### config.mk
export PLATFORM = sky130hd
export DESIGN_NAME = rvCore
export DESIGN_NICKNAME = d
export VERILOG_FILES = /design/src/logic/rvIsaPkg.sv /design/src/logic/corePkg.sv /design/src/logic/ctrlIf.sv /design/src/logic/instrDecoder.sv /design/src/logic/immGen.sv /design/src/logic/regBank.sv /design/src/logic/alu.sv /design/src/logic/rvCore.sv
export SDC_FILE = /design/constraint.sdc
export NUM_CORES = 2
export LEC_CHECK = 0
export BUFFER_PORTS_ARGS = -buffer_cell sky130_fd_sc_hd__buf_4
export CAP_MARGIN = 20
export CELL_PAD_IN_SITES_DETAIL_PLACEMENT = 0
export CELL_PAD_IN_SITES_GLOBAL_PLACEMENT = 2
export CORE_AREA = 2 2 375 377
export CTS_CLUSTER_DIAMETER = 30
export DETAILED_ROUTE_END_ITERATION = 6
export DIE_AREA = 0 0 377 379
export PLACE_DENSITY = 0.94
export REMOVE_ABC_BUFFERS = 1
export SYNTH_ARGS = -nofsm -noshare
export SYNTH_HDL_FRONTEND = slang
export SYNTH_SLANG_ARGS = --single-unit
### constraint.sdc
create_clock -name CLK -period 13.3 [get_ports CLK]
set_clock_uncertainty 0.1 [all_clocks]
set_input_delay 0.665 -clock CLK [delete_from_list [all_inputs] [get_ports CLK]]
set_output_delay 0.665 -clock CLK [all_outputs]
set_load 0.01 [all_outputs]
### src/logic/rvIsaPkg.sv
// RV32I encoding package: opcode values, instruction field types and funct codes.
package rvIsaPkg;

	// Instruction field types.
	typedef logic [6:0] opcodeT;
	typedef logic [2:0] funct3T;
	typedef logic [6:0] funct7T;

	// Major opcodes of the supported subset.
	localparam opcodeT opR      = 7'b0110011; // Register-register ALU.
	localparam opcodeT opImm    = 7'b0010011; // Register-immediate ALU.
	localparam opcodeT opLoad   = 7'b0000011;
	localparam opcodeT opStore  = 7'b0100011;
	localparam opcodeT opBranch = 7'b1100011;
	localparam opcodeT opLui    = 7'b0110111;
	localparam opcodeT opAuipc  = 7'b0010111;

	// Funct3 codes of the ALU group, shared by R-type and immediate forms.
	localparam funct3T f3AddSub = 3'b000; // Sub only for R-type with bit 30 set.
	localparam funct3T f3Sll    = 3'b001;
	localparam funct3T f3Slt    = 3'b010;
	localparam funct3T f3Sltu   = 3'b011;
	localparam funct3T f3Xor    = 3'b100;
	localparam funct3T f3SrlSra = 3'b101; // Bit 30 picks the arithmetic shift.
	localparam funct3T f3Or     = 3'b110;
	localparam funct3T f3And    = 3'b111;

	// Funct3 codes of the memory and branch instructions.
	localparam funct3T f3Lw  = 3'b010; // Word load.
	localparam funct3T f3Sw  = 3'b010; // Word store.
	localparam funct3T f3Beq = 3'b000;

	// Funct7 codes.
	localparam funct7T f7Base = 7'b0000000;
	localparam funct7T f7Alt  = 7'b0100000; // Sets bit 30 for sub and sra.

	// Bit positions of the fields inside an instruction word.
	localparam int opcodeLsb = 0;
	localparam int rdLsb     = 7;
	localparam int funct3Lsb = 12;
	localparam int rs1Lsb    = 15;
	localparam int rs2Lsb    = 20;
	localparam int funct7Lsb = 25;

	// Instruction slot of the reset vector and the byte step between slots.
	localparam int instrBytes = 4;

	// Register numbers with a fixed role.
	localparam logic [4:0] regZero = 5'd0; // Hardwired zero.

endpackage

### src/logic/corePkg.sv
// Core datapath package: word and index types, ALU codes and operand selection.
package corePkg;

	localparam int xlen = 32;

	typedef logic [xlen-1:0] wordT; // Data or byte address.
	typedef logic [4:0]      regIdxT;

	// ALU operation codes.
	typedef logic [3:0] aluOpT;

	localparam aluOpT aluAdd  = 4'd0;
	localparam aluOpT aluSub  = 4'd1;
	localparam aluOpT aluAnd  = 4'd2;
	localparam aluOpT aluOr   = 4'd3;
	localparam aluOpT aluXor  = 4'd4;
	localparam aluOpT aluSlt  = 4'd5; // Signed compare.
	localparam aluOpT aluSltu = 4'd6; // Unsigned compare.
	localparam aluOpT aluSll  = 4'd7;
	localparam aluOpT aluSrl  = 4'd8;
	localparam aluOpT aluSra  = 4'd9;

	// First ALU operand source.
	typedef logic [1:0] aSelT;

	localparam aSelT aSelReg  = 2'd0; // Register rs1.
	localparam aSelT aSelPc   = 2'd1; // Program counter, for auipc.
	localparam aSelT aSelZero = 2'd2; // Zero, for lui.

	// Address of the first instruction after reset.
	localparam wordT resetPc = '0;

endpackage

### src/logic/ctrlIf.sv
// Decoded control bundle passed from the instruction decoder to the datapath.
interface ctrlIf import corePkg::*; ();

	logic  regWrite;  // Write rd at the clock edge.
	logic  memRead;
	logic  memWrite;
	logic  memToReg;  // Write back load data instead of the ALU result.
	logic  aluSrcImm; // Second ALU operand is the immediate.
	logic  branch;    // Instruction is beq.
	aSelT  aSel;
	aluOpT aluOp;

	modport dec (
		output regWrite, memRead, memWrite, memToReg,
		output aluSrcImm, branch, aSel, aluOp
	);

	// Levels are valid for the whole cycle of the current instruction.
	modport dp (
		input regWrite, memRead, memWrite, memToReg,
		input aluSrcImm, branch, aSel, aluOp
	);

endinterface

### src/logic/instrDecoder.sv
// Instruction decoder: main control from the opcode and ALU operation from funct3 and bit 30.
module instrDecoder import rvIsaPkg::*, corePkg::*; (
	input wordT instr,
	ctrlIf.dec  ctl
);

	opcodeT opcode;
	funct3T funct3;
	logic   alt;   // Instruction bit 30.
	aluOpT  aluFn; // ALU operation of the R-type and immediate group.

	assign opcode = instr[6:0];
	assign funct3 = instr[14:12];
	assign alt    = instr[30];

	// ALU function decode. Immediate forms have no subtract.
	always_comb begin
		case (funct3)
			f3AddSub: aluFn = (opcode == opR && alt) ? aluSub : aluAdd;
			f3Sll:    aluFn = aluSll;
			f3Slt:    aluFn = aluSlt;
			f3Sltu:   aluFn = aluSltu;
			f3Xor:    aluFn = aluXor;
			f3SrlSra: aluFn = alt ? aluSra : aluSrl;
			f3Or:     aluFn = aluOr;
			default:  aluFn = aluAnd;
		endcase
	end

	// Main decode. Defaults leave unknown opcodes without side effects.
	always_comb begin
		ctl.regWrite  = 1'b0;
		ctl.memRead   = 1'b0;
		ctl.memWrite  = 1'b0;
		ctl.memToReg  = 1'b0;
		ctl.aluSrcImm = 1'b0;
		ctl.branch    = 1'b0;
		ctl.aSel      = aSelReg;
		ctl.aluOp     = aluAdd;
		case (opcode)
			opR: begin
				ctl.regWrite = 1'b1;
				ctl.aluOp    = aluFn;
			end
			opImm: begin
				ctl.regWrite  = 1'b1;
				ctl.aluSrcImm = 1'b1;
				ctl.aluOp     = aluFn;
			end
			opLoad: begin
				ctl.regWrite  = 1'b1;
				ctl.memRead   = 1'b1;
				ctl.memToReg  = 1'b1;
				ctl.aluSrcImm = 1'b1; // Address is rs1 plus offset.
			end
			opStore: begin
				ctl.memWrite  = 1'b1;
				ctl.aluSrcImm = 1'b1;
			end
			opBranch: begin
				ctl.branch = 1'b1;
				ctl.aluOp  = aluSub; // Zero flag signals equal operands.
			end
			opLui: begin
				ctl.regWrite  = 1'b1;
				ctl.aluSrcImm = 1'b1;
				ctl.aSel      = aSelZero;
			end
			opAuipc: begin
				ctl.regWrite  = 1'b1;
				ctl.aluSrcImm = 1'b1;
				ctl.aSel      = aSelPc;
			end
			default: ;
		endcase
	end

endmodule

### src/logic/immGen.sv
// Immediate generator: sign-extended I, S and B immediates and the upper U immediate.
module immGen import rvIsaPkg::*, corePkg::*; (
	input  wordT instr,
	output wordT imm
);

	opcodeT opcode;
	logic   sign;

	assign opcode = instr[6:0];
	assign sign   = instr[31];

	always_comb begin
		case (opcode)
			// I format.
			opImm, opLoad: imm = {{20{sign}}, instr[31:20]};
			// S format splits the offset around rs2.
			opStore: imm = {{20{sign}}, instr[31:25], instr[11:7]};
			opBranch: begin
				// B format, bit 0 is always zero.
				imm = {{19{sign}}, instr[31], instr[7], instr[30:25], instr[11:8], 1'b0};
			end
			opLui, opAuipc: imm = {instr[31:12], 12'b0}; // Upper 20 bits.
			default: imm = '0;
		endcase
	end

endmodule

### src/logic/regBank.sv
// Register file: 32 words, two combinational read ports, one clocked write port, x0 fixed at zero.
module regBank import corePkg::*; (
	input  logic   CLK,
	input  logic   rstN,
	input  logic   wrEn,
	input  regIdxT rdAddrA,
	input  regIdxT rdAddrB,
	input  regIdxT wrAddr,
	input  wordT   wrData,
	output wordT   rdDataA,
	output wordT   rdDataB
);

	wordT regs [1:31]; // No storage behind x0.

	always_ff @(posedge CLK) begin
		if (!rstN) begin
			for (int i = 1; i < 32; i++) begin
				regs[i] <= '0; // Programs start from known zeros.
			end
		end else if (wrEn && wrAddr != '0) begin
			regs[wrAddr] <= wrData;
		end
	end

	assign rdDataA = (rdAddrA == '0) ? '0 : regs[rdAddrA];
	assign rdDataB = (rdAddrB == '0) ? '0 : regs[rdAddrB];

endmodule

### src/logic/alu.sv
// 32-bit ALU with ten operations and a zero flag for the branch compare.
module alu import corePkg::*; (
	input  wordT  a,
	input  wordT  b,
	input  aluOpT op,
	output wordT  result,
	output logic  zero
);

	logic [4:0] shamt;

	assign shamt = b[4:0]; // Only the low five bits shift.

	always_comb begin
		case (op)
			aluAdd:  result = a + b;
			aluSub:  result = a - b;
			aluAnd:  result = a & b;
			aluOr:   result = a | b;
			aluXor:  result = a ^ b;
			aluSlt:  result = wordT'($signed(a) < $signed(b));
			aluSltu: result = wordT'(a < b);
			aluSll:  result = a << shamt;
			aluSrl:  result = a >> shamt;
			aluSra:  result = wordT'($signed(a) >>> shamt); // Sign fills from the left.
			default: result = '0;
		endcase
	end

	// Equal operands after a subtract.
	assign zero = (result == '0);

endmodule

### src/logic/rvCore.sv
// Single-cycle RV32I core: program counter, operand and write-back muxes, memory strobes.
module rvCore import corePkg::*; (
	input  logic CLK,
	input  logic rstN,
	output wordT iaddr,
	input  wordT idata,
	output wordT daddr,
	output wordT ddataW,
	output logic dRead,
	output logic dWrite,
	input  wordT ddataR
);

	wordT   pc;
	wordT   pcPlus4;
	wordT   pcPlusImm;
	wordT   nextPc;
	wordT   imm;
	wordT   rdDataA;
	wordT   rdDataB;
	wordT   aluA;
	wordT   aluB;
	wordT   aluResult;
	wordT   wbData;
	logic   aluZero;
	logic   takeBranch;
	logic   regWen;
	regIdxT rs1;
	regIdxT rs2;
	regIdxT rd;

	ctrlIf ctl ();

	instrDecoder decoder_i (.instr(idata), .ctl(ctl.dec));

	immGen immGen_i (.instr(idata), .imm(imm));

	assign rs1 = idata[19:15];
	assign rs2 = idata[24:20];
	assign rd  = idata[11:7];

	regBank regBank_i (
		.CLK(CLK),
		.rstN(rstN),
		.wrEn(regWen),
		.rdAddrA(rs1),
		.rdAddrB(rs2),
		.wrAddr(rd),
		.wrData(wbData),
		.rdDataA(rdDataA),
		.rdDataB(rdDataB)
	);

	// First operand: rs1, the PC for auipc or zero for lui.
	always_comb begin
		case (ctl.aSel)
			aSelPc:   aluA = pc;
			aSelZero: aluA = '0;
			default:  aluA = rdDataA;
		endcase
	end

	assign aluB = ctl.aluSrcImm ? imm : rdDataB;

	alu alu_i (.a(aluA), .b(aluB), .op(ctl.aluOp), .result(aluResult), .zero(aluZero));

	assign wbData = ctl.memToReg ? ddataR : aluResult;
	assign regWen = ctl.regWrite & rstN;

	// Data port. Stores take their data from rs2.
	assign daddr  = aluResult;
	assign ddataW = rdDataB;
	assign dRead  = ctl.memRead & rstN;
	assign dWrite = ctl.memWrite & rstN;

	// Next PC.
	assign pcPlus4    = pc + 32'd4;
	assign pcPlusImm  = pc + imm;
	assign takeBranch = ctl.branch & aluZero; // beq with equal operands.
	assign nextPc     = takeBranch ? pcPlusImm : pcPlus4;

	always_ff @(posedge CLK) begin
		if (!rstN) pc <= resetPc;
		else       pc <= nextPc;
	end

	assign iaddr = pc;

endmodule

==> results.py <==
metrics = {
    "timing": {
        "layout_min_cycle_time_ps": 9310,
        "fmax_mhz": 107.4,
        "setup_viol": 0,
        "finalCritPeriodShare_pct": 70.00,
        "slew_viol_final": 0,
        "hold_viol": 0,
        "fin_setup_tns_ps": 0,
        "layout_setup_ws_ps": 3990,
        "max_slew_margin_pct": 11.01,
        "worst_pin_slew_ps": 1335,
        "rsz0062_at_grt": "false",
    },
    "worst_setup_path": {
        "reg2reg_slack_ps": 4770,
        "critPathArrivalTime_ps": 9940,
        "r2r_start": "regBank_i.regs[5][6]$_SDFFCE_PN0P_",
        "worstSetupStartpoint": "idata[21]",
        "crit_buf_inv": 5,
        "critPathSlowestCell": "or4b_2",
        "path_class": "in -> reg",
        "path_depth": 27,
        "crit_path_max_incr_delay_ps": 730,
        "cp-end-kind": "flop",
        "critPathLaunchType": "input pin",
        "worst_ep_required_time_ps": 13930,
        "crit_end": "iaddr[17]$_SDFF_PN0_",
        "worst_path_dominant_cell_family": "compound AO/OA/AOI/OAI gates",
        "crit_fanout": 83,
        "rr_endpoint": "iaddr[17]$_SDFF_PN0_",
        "r2r.worst_path.cells": 25,
        "cp_common_cell": "nand2_1",
    },
    "floorplanning": {
        "core-area_um2": 138800,
        "io_pins": 164,
        "start_util_pct": 47.63,
        "die_y_um": 379,
        "die-area_um2": 142900,
        "fp.dieW_um": 377,
        "fp-row-count": 137,
    },
    "place": {
        "dp_hpwl_um": 190700,
        "pre_cts_slack_ps": 3458,
        "gp_congestion": 1.060,
        "portBuffers": 163,
        "place_inst": 7340,
    },
    "power": {
        "comb_power_share_pct": 24.8,
        "power.density_nw_per_um2": 162.4,
        "leakage_nw": 29.91,
        "p_seq_share_pct": 30.7,
        "sw_frac_of_total_pct": 33.69,
        "finalPower_mw": 12.64,
        "p_sw_mw": 4.258,
        "p_clk_share_pct": 44.6,
        "max-vdd-ir-drop_mv": 0.1556,
        "p_int_mw": 8.379,
    },
    "routing": {
        "vias_per_cell": 7.139,
        "drtAntennaViolNets": 0,
        "wl_met2_um": 125500,
        "met1_length_um": 94990,
        "drt-total-wl_um": 294100,
        "drt_pass1_iterations": 7,
        "vias": 55490,
        "drcViolationCount": 19,
        "drt_iter0_drc": 9669,
        "wl_per_cell_um": 37.84,
        "met3_length_um": 47360,
        "routed.top_layer": "met5",
    },
    "cells_and_area": {
        "drive_gt1_share_pct": 25.66,
        "area_delta_synth_final_pct": 17.65,
        "finalNonFillerCells": 7772,
        "num-nets-final": 5969,
        "nFillCells": 11190,
    },
    "yosys": {
        "ys.warnings.count": 0,
        "synth_edf_count": 1024,
        "syn_area_um2": 66130,
        "synth-seq-cells": 1056,
        "synth_cell_types": 111,
        "synthCells": 5630,
        "synth_flop_cell": "edfxtp_1",
        "synth-seq-area-share_pct": 47.47,
        "avgSynthCellArea_um2": 11.75,
        "synthArstFlopShare_pct": 0,
    },
    "cts": {
        "cts_made_buffers": 221,
        "tritoncts": "done",
        "clock_latency_ps": 870,
        "clkSinkCount": 1056,
        "htreeDepth": 4,
        "ctsResizeCount": 0,
        "clk_pin_slew_worst_paths_ps": 50,
        "clock-root-buffer": "clkbuf_16",
        "clk_path_buf_depth": 3,
        "postCtsHoldBufs": 0,
        "post_cts_buffers": 0,
    },
    "run_status": {
        "outcome": "complete, but fails checks",
        "violations": "design-rule violations",
    },
    "flow_run": {
        "drv_cap": 0,
    },
    "global_routing": {
        "antenna_found_initial": 12,
        "gr-usage-all-layers_pct": 40.79,
        "globalRouteOverflowTotal": 0,
        "grt_pass1_wl_um": 406500,
        "grt_pass1_vias": 53690,
        "grt_max_degree": 84,
    },
    "min_path": {
        "hold_path.class": "in -> reg",
    },
}
## per-stage QoR
stage / hold WS [ps] / cell area [µm²] / util [%]
finish: 143.3 / 77800 / 56.04
global route: 152.7 / 77790 / 56.03
global placement: 630.0 / 69750 / 50.23
CTS: 113.4 / 77640 / 55.92
floorplan: 459.4 / 63970 / -
detailed placement: 639.2 / 69910 / 50.35
## cells by family after synthesis
kind of cell             after synthesis  share of synthesized area [%]
AO/OA/AOI/OAI                        862                          9.222
flip-flops                          1056                          47.47
AND/OR/NAND/NOR                     2062                          13.31
multiplexers                         755                          21.92
buffers and inverters                681                          4.431
XOR/XNOR                              75                         0.9933
adder cells (fa/ha/maj)              138                          2.645
other                                  1                       0.005671
## cells in the mapped netlist, types with 25 or more instances
library cell,number,area share [%]
o21ai_0,150,1.1
dfxtp_1,32,0.97
inv_1,164,0.93
edfxtp_1,1024,46
a31oi_1,30,0.28
xnor2_1,45,0.60
buf_1,65,0.37
o22ai_1,69,0.65
nand4_1,25,0.24
buf_2,62,0.47
a21oi_1,186,1.4
nor3_1,72,0.54
a22oi_1,38,0.43
and2_1,26,0.25
nand3_1,170,1.3
mux2i_1,193,2.9
xor2_1,30,0.40
nor2_1,1210,6.9
ha_1,135,2.6
a211oi_1,25,0.28
a21o_1,26,0.30
and3_1,37,0.35
mux4_2,550,19
buf_6,30,0.51
o211ai_1,63,0.72
nand2_1,368,2.1
clkbuf_1,340,1.9
## cell type report
class	count	area, µm²	area share, %
antenna	6	15.01	0.01930
clock buffer	241	5637	7.245
tap	1807	2261	2.906
clock inverter	176	2091	2.687
inverter	173	655.6	0.8427
sequential	1056	31390	40.34
multi-input combinational	3924	32550	41.83
timing repair buffer	389	3209	4.125
## cells in the final DEF (no fill, tap or decap), types with 63 or more instances in the layout
cell type,count
nand2_1,305
clkbuf_16,222
o211ai_1,63
a21oi_1,186
o22ai_1,69
ha_1,135
buf_4,361
nand3_1,170
mux4_2,550
mux2i_1,167
nand2_2,63
nor3_1,71
nor2_1,1209
inv_1,163
edfxtp_1,1024
o21ai_0,150
## registers in the layout (all words and copies together) (netlist names)
name	flops
regBank_i.regs	1024
iaddr	32
## layer usage
metal,vias to the layer above,global-route usage [%]
met2,5258,59.22
met3,1225,16.67
met5,-,0.5146
li1,21640,-
met1,27350,48.66
met4,14,30.30
## worst min-delay path by stage
stage | to | startpoint | depth (start not counted) | slack, ps
global placement | iaddr[2]$_SDFF_PN0_ | iaddr[2]$_SDFF_PN0_ | 2 | 630
floorplan | iaddr[31]$_SDFF_PN0_ | iaddr[31]$_SDFF_PN0_ | 2 | 460
detailed placement | iaddr[2]$_SDFF_PN0_ | iaddr[2]$_SDFF_PN0_ | 2 | 640
global route | regBank_i.regs[13][1]$_SDFFCE_PN0P_ | ddataR[1] | 3 | 150
finish | regBank_i.regs[14][1]$_SDFFCE_PN0P_ | ddataR[1] | 3 | 140
CTS | regBank_i.regs[15][1]$_SDFFCE_PN0P_ | ddataR[1] | 3 | 110
## power by group through the flow
| stage | clock [mW] | combinational (mW) | sequential [mW] |
|---|---|---|---|
| 2_1_floorplan | 0 | 1.48 | 3.90 |
| 3_3_place_gp | 0 | 2.89 | 3.91 |
| 3_5_place_dp | 0 | 2.93 | 3.93 |
| 4_1_cts | 5.62 | 2.95 | 3.87 |
| 5_1_grt | 5.79 | 3.19 | 3.88 |
| 6_report | 5.63 | 3.13 | 3.88 |
## worst register-to-register path, stage by stage, from the launching register on
cell and delay [ps]:
edfxtp_1 420, mux4_2 480, mux4_2 570, nand2_1 110
nand2_1 220, nand2_1 370, inv_1 110, a21boi_0 610
ha_1 440, and4b_1 270, nand2_1 70, o21ai_0 110
a211oi_1 460, nor3b_1 120, o21a_1 180, o31ai_1 240
xor2_1 280, o221ai_1 140, nor3_1 870, nand4_1 200
nor4_1 320, nand4_1 160, or4b_2 730, buf_4 400
mux2i_1 230, and2_1 180
No activity file was read; power rests on OpenSTA's default activity.
